<file path="src/source/uart_link_pkg.sv">
package uart_link_pkg;

	// serial timing, small for simulation
	localparam int CLKS_PER_BIT = 8;
	localparam int BAUD_CNT_WIDTH = $clog2(CLKS_PER_BIT);
	localparam logic [BAUD_CNT_WIDTH-1:0] BAUD_LAST = BAUD_CNT_WIDTH'(CLKS_PER_BIT - 1);
	localparam logic [BAUD_CNT_WIDTH-1:0] BAUD_HALF = BAUD_CNT_WIDTH'(CLKS_PER_BIT / 2 - 1);

	localparam int BYTE_WIDTH = 8;
	localparam int BIT_CNT_WIDTH = $clog2(BYTE_WIDTH);
	localparam logic [BIT_CNT_WIDTH-1:0] BIT_LAST = BIT_CNT_WIDTH'(BYTE_WIDTH - 1);

	// start + data + stop
	localparam int FRAME_BITS = BYTE_WIDTH + 2;
	localparam int FRAME_CNT_WIDTH = $clog2(FRAME_BITS);
	localparam logic [FRAME_CNT_WIDTH-1:0] FRAME_LAST = FRAME_CNT_WIDTH'(FRAME_BITS - 1);

	localparam int WORD_WIDTH = 32;
	localparam int BYTES_PER_WORD = 4;
	localparam int BYTE_IDX_WIDTH = $clog2(BYTES_PER_WORD);
	localparam logic [BYTE_IDX_WIDTH-1:0] BYTE_IDX_LAST = BYTE_IDX_WIDTH'(BYTES_PER_WORD - 1);

	localparam int FIFO_DEPTH = 4;
	localparam int FIFO_PTR_WIDTH = $clog2(FIFO_DEPTH);
	localparam logic [FIFO_PTR_WIDTH-1:0] FIFO_PTR_LAST = FIFO_PTR_WIDTH'(FIFO_DEPTH - 1);
	localparam int FIFO_CNT_WIDTH = $clog2(FIFO_DEPTH + 1);
	localparam logic [FIFO_CNT_WIDTH-1:0] FIFO_FULL = FIFO_CNT_WIDTH'(FIFO_DEPTH);

	// alternating pattern on the board LEDs
	localparam logic [BYTE_WIDTH-1:0] LED_RESET = 8'h55;

endpackage

</file>
<file path="src/source/uart_receiver.sv">
`timescale 1ns/1ps

module uart_receiver (
	input logic CLK,
	input logic reset,
	input logic UART_RX,
	output logic [uart_link_pkg::BYTE_WIDTH-1:0] rx_byte,
	output logic rx_valid
);

	typedef enum logic [2:0] {RX_IDLE, RX_START, RX_DATA, RX_STOP, RX_WAIT} rx_state_t;

	rx_state_t state;
	logic rx_meta;
	logic rx_sync;
	logic [uart_link_pkg::BAUD_CNT_WIDTH-1:0] baud_cnt;
	logic [uart_link_pkg::BIT_CNT_WIDTH-1:0] bit_cnt;
	logic baud_done;

	assign baud_done = (baud_cnt == uart_link_pkg::BAUD_LAST);

	// line idles high
	always_ff @(posedge CLK) begin
		if (reset) begin
			rx_meta <= 1'b1;
			rx_sync <= 1'b1;
		end else begin
			rx_meta <= UART_RX;
			rx_sync <= rx_meta;
		end
	end

	always_ff @(posedge CLK) begin
		if (reset) begin
			state <= RX_IDLE;
			baud_cnt <= '0;
			bit_cnt <= '0;
			rx_valid <= 1'b0;
		end else begin
			rx_valid <= 1'b0;
			case (state)
				RX_IDLE: begin
					baud_cnt <= '0;
					if (!rx_sync)
						state <= RX_START;
				end
				// recheck at mid start bit to reject glitches
				RX_START: begin
					if (baud_cnt == uart_link_pkg::BAUD_HALF) begin
						baud_cnt <= '0;
						bit_cnt <= '0;
						state <= rx_sync ? RX_IDLE : RX_DATA;
					end else begin
						baud_cnt <= baud_cnt + 1'b1;
					end
				end
				RX_DATA: begin
					if (baud_done) begin
						baud_cnt <= '0;
						bit_cnt <= bit_cnt + 1'b1;
						if (bit_cnt == uart_link_pkg::BIT_LAST)
							state <= RX_STOP;
					end else begin
						baud_cnt <= baud_cnt + 1'b1;
					end
				end
				RX_STOP: begin
					if (baud_done) begin
						baud_cnt <= '0;
						rx_valid <= rx_sync;
						state <= rx_sync ? RX_IDLE : RX_WAIT;
					end else begin
						baud_cnt <= baud_cnt + 1'b1;
					end
				end
				// framing error, wait for the line to go idle again
				RX_WAIT: begin
					if (rx_sync)
						state <= RX_IDLE;
				end
				default: state <= RX_IDLE;
			endcase
		end
	end

	// lsb arrives first
	always_ff @(posedge CLK) begin
		if (state == RX_DATA && baud_done)
			rx_byte <= {rx_sync, rx_byte[uart_link_pkg::BYTE_WIDTH-1:1]};
	end

	rx_valid_single_pulse: assert property (
		@(posedge CLK) disable iff (reset) rx_valid |=> !rx_valid
	);

endmodule

</file>
<file path="src/source/word_assembler.sv">
`timescale 1ns/1ps

module word_assembler (
	input logic CLK,
	input logic reset,
	input logic [uart_link_pkg::BYTE_WIDTH-1:0] rx_byte,
	input logic rx_valid,
	output logic [uart_link_pkg::WORD_WIDTH-1:0] asm_word,
	output logic asm_valid,
	input logic asm_ready
);

	logic [uart_link_pkg::WORD_WIDTH-1:0] word_shift;
	logic [uart_link_pkg::BYTE_IDX_WIDTH-1:0] byte_cnt;
	logic word_done;
	logic out_free;

	assign word_done = rx_valid && (byte_cnt == uart_link_pkg::BYTE_IDX_LAST);
	// output register empties on the same edge it is taken
	assign out_free = !asm_valid || asm_ready;

	always_ff @(posedge CLK) begin
		if (reset) begin
			byte_cnt <= '0;
			asm_valid <= 1'b0;
		end else begin
			if (rx_valid)
				byte_cnt <= byte_cnt + 1'b1;
			if (word_done && out_free)
				asm_valid <= 1'b1;
			else if (asm_valid && asm_ready)
				asm_valid <= 1'b0;
		end
	end

	// first byte ends up in the top byte
	always_ff @(posedge CLK) begin
		if (rx_valid)
			word_shift <= {word_shift[uart_link_pkg::WORD_WIDTH-uart_link_pkg::BYTE_WIDTH-1:0],
				rx_byte};
		if (word_done && out_free)
			asm_word <= {word_shift[uart_link_pkg::WORD_WIDTH-uart_link_pkg::BYTE_WIDTH-1:0],
				rx_byte};
	end

	asm_word_held: assert property (
		@(posedge CLK) disable iff (reset)
		asm_valid && !asm_ready |=> asm_valid && $stable(asm_word)
	);

endmodule

</file>
<file path="src/source/word_fifo.sv">
`timescale 1ns/1ps

module word_fifo (
	input logic CLK,
	input logic reset,
	input logic [uart_link_pkg::WORD_WIDTH-1:0] asm_word,
	input logic asm_valid,
	output logic asm_ready,
	output logic [uart_link_pkg::WORD_WIDTH-1:0] fifo_word,
	output logic fifo_valid,
	input logic fifo_ready
);

	logic [uart_link_pkg::WORD_WIDTH-1:0] mem [uart_link_pkg::FIFO_DEPTH];
	logic [uart_link_pkg::FIFO_PTR_WIDTH-1:0] wr_ptr;
	logic [uart_link_pkg::FIFO_PTR_WIDTH-1:0] rd_ptr;
	logic [uart_link_pkg::FIFO_CNT_WIDTH-1:0] count;
	logic full;
	logic wr_en;
	logic rd_en;

	assign full = (count == uart_link_pkg::FIFO_FULL);
	assign fifo_valid = (count != '0);
	// a full fifo still takes a word when one leaves in the same cycle
	assign asm_ready = !full || fifo_ready;
	assign wr_en = asm_valid && asm_ready;
	assign rd_en = fifo_valid && fifo_ready;
	assign fifo_word = mem[rd_ptr];

	always_ff @(posedge CLK) begin
		if (reset) begin
			wr_ptr <= '0;
			rd_ptr <= '0;
			count <= '0;
		end else begin
			if (wr_en)
				wr_ptr <= (wr_ptr == uart_link_pkg::FIFO_PTR_LAST) ? '0 : wr_ptr + 1'b1;
			if (rd_en)
				rd_ptr <= (rd_ptr == uart_link_pkg::FIFO_PTR_LAST) ? '0 : rd_ptr + 1'b1;
			if (wr_en && !rd_en)
				count <= count + 1'b1;
			else if (rd_en && !wr_en)
				count <= count - 1'b1;
		end
	end

	always_ff @(posedge CLK) begin
		if (wr_en)
			mem[wr_ptr] <= asm_word;
	end

	// occupancy must grow without passing the depth
	no_write_when_full: assert property (
		@(posedge CLK) disable iff (reset)
		wr_en && !rd_en |=> (count > $past(count)) && (count <= uart_link_pkg::FIFO_FULL)
	);

	// a wrap below zero would show up as a larger count
	no_read_when_empty: assert property (
		@(posedge CLK) disable iff (reset)
		rd_en && !wr_en |=> count < $past(count)
	);

endmodule

</file>
<file path="src/source/word_serializer.sv">
`timescale 1ns/1ps

module word_serializer (
	input logic CLK,
	input logic reset,
	input logic pause,
	input logic [uart_link_pkg::WORD_WIDTH-1:0] fifo_word,
	input logic fifo_valid,
	output logic fifo_ready,
	output logic [uart_link_pkg::BYTE_WIDTH-1:0] tx_byte,
	output logic tx_valid,
	input logic tx_ready,
	output logic [uart_link_pkg::BYTE_WIDTH-1:0] led
);

	logic busy;
	logic [uart_link_pkg::BYTE_IDX_WIDTH-1:0] byte_idx;
	logic [uart_link_pkg::WORD_WIDTH-1:0] hold_word;
	logic take_word;
	logic byte_sent;

	// pause only blocks new words, a word in progress runs to the end
	assign fifo_ready = !busy && !pause;
	assign take_word = fifo_valid && fifo_ready;
	assign tx_valid = busy;
	assign byte_sent = tx_valid && tx_ready;
	assign tx_byte = hold_word[uart_link_pkg::WORD_WIDTH-1 -: uart_link_pkg::BYTE_WIDTH];

	always_ff @(posedge CLK) begin
		if (reset) begin
			busy <= 1'b0;
			byte_idx <= '0;
			led <= uart_link_pkg::LED_RESET;
		end else if (take_word) begin
			busy <= 1'b1;
			byte_idx <= '0;
			led <= fifo_word[uart_link_pkg::WORD_WIDTH-1 -: uart_link_pkg::BYTE_WIDTH];
		end else if (byte_sent) begin
			byte_idx <= byte_idx + 1'b1;
			if (byte_idx == uart_link_pkg::BYTE_IDX_LAST)
				busy <= 1'b0;
		end
	end

	// msb byte first, shift the next one up after each send
	always_ff @(posedge CLK) begin
		if (take_word)
			hold_word <= fifo_word;
		else if (byte_sent)
			hold_word <= hold_word << uart_link_pkg::BYTE_WIDTH;
	end

endmodule

</file>
<file path="src/source/uart_transmitter.sv">
`timescale 1ns/1ps

module uart_transmitter (
	input logic CLK,
	input logic reset,
	input logic [uart_link_pkg::BYTE_WIDTH-1:0] tx_byte,
	input logic tx_valid,
	output logic tx_ready,
	output logic UART_TX
);

	logic busy;
	logic [uart_link_pkg::BAUD_CNT_WIDTH-1:0] baud_cnt;
	logic [uart_link_pkg::FRAME_CNT_WIDTH-1:0] bit_cnt;
	// data bits with the stop bit above them
	logic [uart_link_pkg::BYTE_WIDTH:0] frame;
	logic start_tx;
	logic baud_done;

	assign tx_ready = !busy;
	assign start_tx = tx_valid && tx_ready;
	assign baud_done = (baud_cnt == uart_link_pkg::BAUD_LAST);

	always_ff @(posedge CLK) begin
		if (reset) begin
			busy <= 1'b0;
			baud_cnt <= '0;
			bit_cnt <= '0;
			UART_TX <= 1'b1;
		end else if (!busy) begin
			if (tx_valid) begin
				busy <= 1'b1;
				baud_cnt <= '0;
				bit_cnt <= '0;
				UART_TX <= 1'b0;
			end
		end else if (baud_done) begin
			baud_cnt <= '0;
			// stop bit already on the line when the last period ends
			if (bit_cnt == uart_link_pkg::FRAME_LAST) begin
				busy <= 1'b0;
			end else begin
				UART_TX <= frame[0];
				bit_cnt <= bit_cnt + 1'b1;
			end
		end else begin
			baud_cnt <= baud_cnt + 1'b1;
		end
	end

	always_ff @(posedge CLK) begin
		if (start_tx)
			frame <= {1'b1, tx_byte};
		else if (busy && baud_done)
			frame <= {1'b1, frame[uart_link_pkg::BYTE_WIDTH:1]};
	end

	line_idle_when_ready: assert property (
		@(posedge CLK) disable iff (reset) tx_ready |-> UART_TX
	);

endmodule

</file>
<file path="src/source/uart_word_link.sv">
`timescale 1ns/1ps

module uart_word_link (
	input logic CLK,
	input logic reset,
	input logic UART_RX,
	input logic pause,
	output logic UART_TX,
	output logic [uart_link_pkg::BYTE_WIDTH-1:0] led
);

	// receive side
	logic [uart_link_pkg::BYTE_WIDTH-1:0] rx_byte;
	logic rx_valid;
	logic [uart_link_pkg::WORD_WIDTH-1:0] asm_word;
	logic asm_valid;
	logic asm_ready;

	// send side
	logic [uart_link_pkg::WORD_WIDTH-1:0] fifo_word;
	logic fifo_valid;
	logic fifo_ready;
	logic [uart_link_pkg::BYTE_WIDTH-1:0] tx_byte;
	logic tx_valid;
	logic tx_ready;

	uart_receiver uart_receiver_inst (
		.CLK(CLK),
		.reset(reset),
		.UART_RX(UART_RX),
		.rx_byte(rx_byte),
		.rx_valid(rx_valid)
	);

	word_assembler word_assembler_inst (
		.CLK(CLK),
		.reset(reset),
		.rx_byte(rx_byte),
		.rx_valid(rx_valid),
		.asm_word(asm_word),
		.asm_valid(asm_valid),
		.asm_ready(asm_ready)
	);

	word_fifo word_fifo_inst (
		.CLK(CLK),
		.reset(reset),
		.asm_word(asm_word),
		.asm_valid(asm_valid),
		.asm_ready(asm_ready),
		.fifo_word(fifo_word),
		.fifo_valid(fifo_valid),
		.fifo_ready(fifo_ready)
	);

	word_serializer word_serializer_inst (
		.CLK(CLK),
		.reset(reset),
		.pause(pause),
		.fifo_word(fifo_word),
		.fifo_valid(fifo_valid),
		.fifo_ready(fifo_ready),
		.tx_byte(tx_byte),
		.tx_valid(tx_valid),
		.tx_ready(tx_ready),
		.led(led)
	);

	uart_transmitter uart_transmitter_inst (
		.CLK(CLK),
		.reset(reset),
		.tx_byte(tx_byte),
		.tx_valid(tx_valid),
		.tx_ready(tx_ready),
		.UART_TX(UART_TX)
	);

endmodule

</file>
<file path="config.mk">
export PLATFORM = sky130hd
export DESIGN_NAME = uart_word_link
export DESIGN_NICKNAME = d
export VERILOG_FILES = /design/src/source/uart_link_pkg.sv /design/src/source/uart_receiver.sv /design/src/source/word_assembler.sv /design/src/source/word_fifo.sv /design/src/source/word_serializer.sv /design/src/source/uart_transmitter.sv /design/src/source/uart_word_link.sv
export SDC_FILE = /design/constraint.sdc
export NUM_CORES = 1
export LEC_CHECK = 0
export BUFFER_PORTS_ARGS = -buffer_cell sky130_fd_sc_hd__buf_2
export CORE_MARGIN = 2
export CORE_UTILIZATION = 33
export CTS_CLUSTER_SIZE = 20
export DETAILED_ROUTE_END_ITERATION = 8
export SYNTH_ARGS = -nofsm -noshare
export SYNTH_HDL_FRONTEND = slang
export SYNTH_SLANG_ARGS = --single-unit
export TNS_END_PERCENT = 10
</file>
<file path="constraint.sdc">
create_clock -name CLK -period 4.05 [get_ports CLK]
set_input_delay 0.2025 -clock CLK [delete_from_list [all_inputs] [get_ports CLK]]
set_output_delay 0.2025 -clock CLK [all_outputs]
set_load 0.02 [all_outputs]
</file>
==> results.py <==
metrics = {
    "outcome": {
        "outcome": "finished, final reports clean",
    },
    "worst_setup_path": {
        "cpPeakStageDelay_ps": 780,
        "arrival_ps": 3560,
        "critPathRequiredTime_ps": 4510,
        "startpoint": "word_serializer_inst.tx_valid",
        "rr_startpoint": "word_serializer_inst.tx_valid",
        "end_kind": "flip-flop",
        "crit_type": "flip-flop to flip-flop",
        "crit_path_cell_trace": "or2_0, nor2_8, inv_2, ha_1, inv_1, fa_1, xor2_1, or3_1, a21oi_1",
        "crit_slowest_cell": "or2_0",
        "cp_max_fo": 19,
        "setup.worst_path.start_class": "flip-flop",
    },
    "run": {
        "maxCapViolCount": 0,
    },
    "grt": {
        "antenna_found_initial": 0,
        "grt_pass1_wl_um": 28840,
        "overflow": 0,
        "grt_usage": 0.1101,
        "grt_max_degree": 41,
        "grt_pass1_vias": 5278,
    },
    "placement": {
        "port_buffers": 12,
        "place.gp.congestion": 0.7400,
        "hpwl_um": 10820,
        "numPlacedInstances": 964,
    },
    "synth": {
        "netlist_area_um2": 10420,
        "yosysSeqAreaShare": 0.7531,
        "synthTopCellsByArea": "edfxtp_1 (67%), dfxtp_1 (8.5%), mux4_2 (4.3%)",
        "syn-instance-count": 566,
        "synth_top_area_share": 0.6686,
        "yosysTopAreaCell": "edfxtp_1",
        "synth_fp_nets": 589,
        "synth_seq_cells": 276,
        "synth_edf_count": 232,
        "synth_cell_type_count": 53,
        "synth_area_per_cell_um2": 18.41,
        "ys.flop_type": "edfxtp_1",
        "ys.warnings.count": 0,
        "async_flop_share": 0,
    },
    "hold_path": {
        "min_from": "pause",
        "min_path_type": "input port to flip-flop",
    },
    "finish": {
        "drive_gt1_frac": 0.1886,
        "syn2layout_area_growth_pct": 13.72,
        "final_cell_mix": "edfxtp_1 (232), dfxtp_1 (43), nand2_1 (40)",
        "final_util": 0.3785,
        "final_cells": 1017,
        "nets": 616,
        "antenna_cells": 0,
        "mostFrequentLayoutCell": "edfxtp_1",
    },
    "timing": {
        "tightestPinTransition_ps": 1098,
        "fmax_mhz": 322.6,
        "clock_skew_ps": 10.36,
        "drv_slew": 0,
        "setup-violations-final": 0,
        "setup_tns_ps": 0,
        "relSlewSlack": 0.2668,
        "hold_violations": 0,
        "finalCritPeriodShare": 0.7653,
        "period_needed_ps": 3100,
        "grt_setup_unrepaired": "false",
    },
    "cts": {
        "h-tree-depth": 1,
        "numCtsBuffers": 28,
        "cts.sink_count": 276,
        "postCtsSetupBuffers": 0,
        "path_clk_slew_ps": 60,
        "holdBufCountCts": 1,
        "cts_max_path_buffers": 3,
        "cts_tree": "yes",
        "clockRootBuffer": "clkbuf_16",
        "ctsResizeCount": 0,
        "clk-insertion-delay-late_ps": 540,
    },
    "die": {
        "fp.dieH_um": 181.7,
        "num_rows": 65,
        "io_pins": 13,
        "initial_utilization": 0.3328,
        "dieWidth_um": 181.7,
        "fp.dieArea_um2": 33010,
        "core_area_um2": 31310,
    },
    "route": {
        "drtIter0Drc": 434,
        "firstDrtPassIters": 4,
        "detail-route-antenna-nets": 0,
        "drt-total-wl_um": 17900,
        "vias": 4824,
        "wl_per_cell_um": 17.60,
        "drc": 0,
        "vias_per_cell": 4.743,
    },
    "power_and_ir_drop": {
        "vdd_drop_max_mv": 0.3397,
        "p_per_area_nw_per_um2": 638.7,
        "power.leakage_nw": 3.927,
    },
}
## metrics by stage
step                setup WS, ps  cell area, µm²  power [W]  hold slack, ps
global route               739.2           11850   0.007908           220.0
finish                     950.4           11850   0.007568           197.3
floorplan                   1118           10420   0.004799           306.3
detailed placement         955.3           10900   0.005083           396.0
global placement            1107           10900   0.005022           397.0
CTS                        933.3           11850   0.007651           173.3
## path summary, 6_finish.rpt
| path | slack, ps | endpoint | depth (start not counted) |
|---|---|---|---|
| setup / recovery | 950 | word_fifo_inst.count[2] | 9 |
| hold / removal | 200 | word_fifo_inst.rd_ptr[1] | 5 |
| hold reg to reg | 410 | uart_receiver_inst.rx_sync | 1 |
| setup reg to reg | 950 | word_fifo_inst.count[2] | 9 |
## metal layers
layer | vias up | GRT usage | routed length (µm)
met5 | - | 0 | 0
met4 | 0 | 0.02504 | 200
met3 | 18 | 0.02026 | 661
met2 | 88 | 0.1962 | 9126
met1 | 2465 | 0.1397 | 7913
li1 | 2253 | - | -
## state kept, by name, indices dropped and copies added (netlist names), 3 cells and up, named ones only
register and flops:
word_fifo_inst.mem 128, word_assembler_inst.asm_word 32, word_serializer_inst.hold_word 32, word_assembler_inst.word_shift 24, uart_receiver_inst.rx_byte 8, uart_transmitter_inst.frame 8
word_serializer_inst.led 8, uart_transmitter_inst.bit_cnt 4, uart_receiver_inst.baud_cnt 3, uart_receiver_inst.bit_cnt 3, uart_receiver_inst.state 3, uart_transmitter_inst.baud_cnt 3
word_fifo_inst.count 3
## cells in the mapped netlist (3+ instances only)
cell,n
a21o_1,4
ha_1,18
and3_1,13
clkbuf_1,13
a211oi_1,5
or4_1,3
and2_1,5
nand2b_1,4
nor3_1,5
or3_1,3
o21ai_0,16
a211o_1,5
buf_6,4
mux4_1,12
mux2_2,5
nor2_1,12
dfxtp_1,44
or3b_2,4
buf_12,3
edfxtp_1,232
mux2i_1,8
buf_2,5
nand2_1,40
inv_1,14
a21oi_1,18
mux2_4,12
nand3_1,7
mux4_2,20
## worst max-delay path: cells and delay by family (launching register included)
kind / cells / cell delay (ps)
xor+xnor: 1 / 180
buf+inv: 2 / 330
compound gates: 1 / 140
fa+ha+maj: 2 / 600
flops: 1 / 450
simple gates: 3 / 1310
## cell type report
| class | instances | area, µm² |
|---|---|---|
| Sequential cell | 276 | 7849 |
| Inverter | 16 | 60.06 |
| Timing Repair Buffer | 24 | 165.2 |
| Clock inverter | 18 | 211.5 |
| Clock buffer | 34 | 733.2 |
| Fill cell | 2799 | 19460 |
| Tap cell | 402 | 503.0 |
| Multi-Input combinational cell | 247 | 2328 |
## cell families after synthesis
| logic type | synth area share |
|---|---|
| adder cells (fa/ha/maj) | 0.02354 |
| buffers and inverters | 0.02365 |
| AND/OR/NAND/NOR | 0.05655 |
| flip-flops | 0.7531 |
| AO/OA/AOI/OAI | 0.03591 |
| multiplexers | 0.1039 |
| XOR/XNOR | 0.003363 |
## power by group
part           total (W)  switching, W  internal, W
Sequential       0.00370      0.000213      0.00348
Clock            0.00257       0.00107      0.00150
Combinational    0.00130      0.000696     0.000608
Total            0.00757       0.00198      0.00559
(Power assumes the default switching activity.)
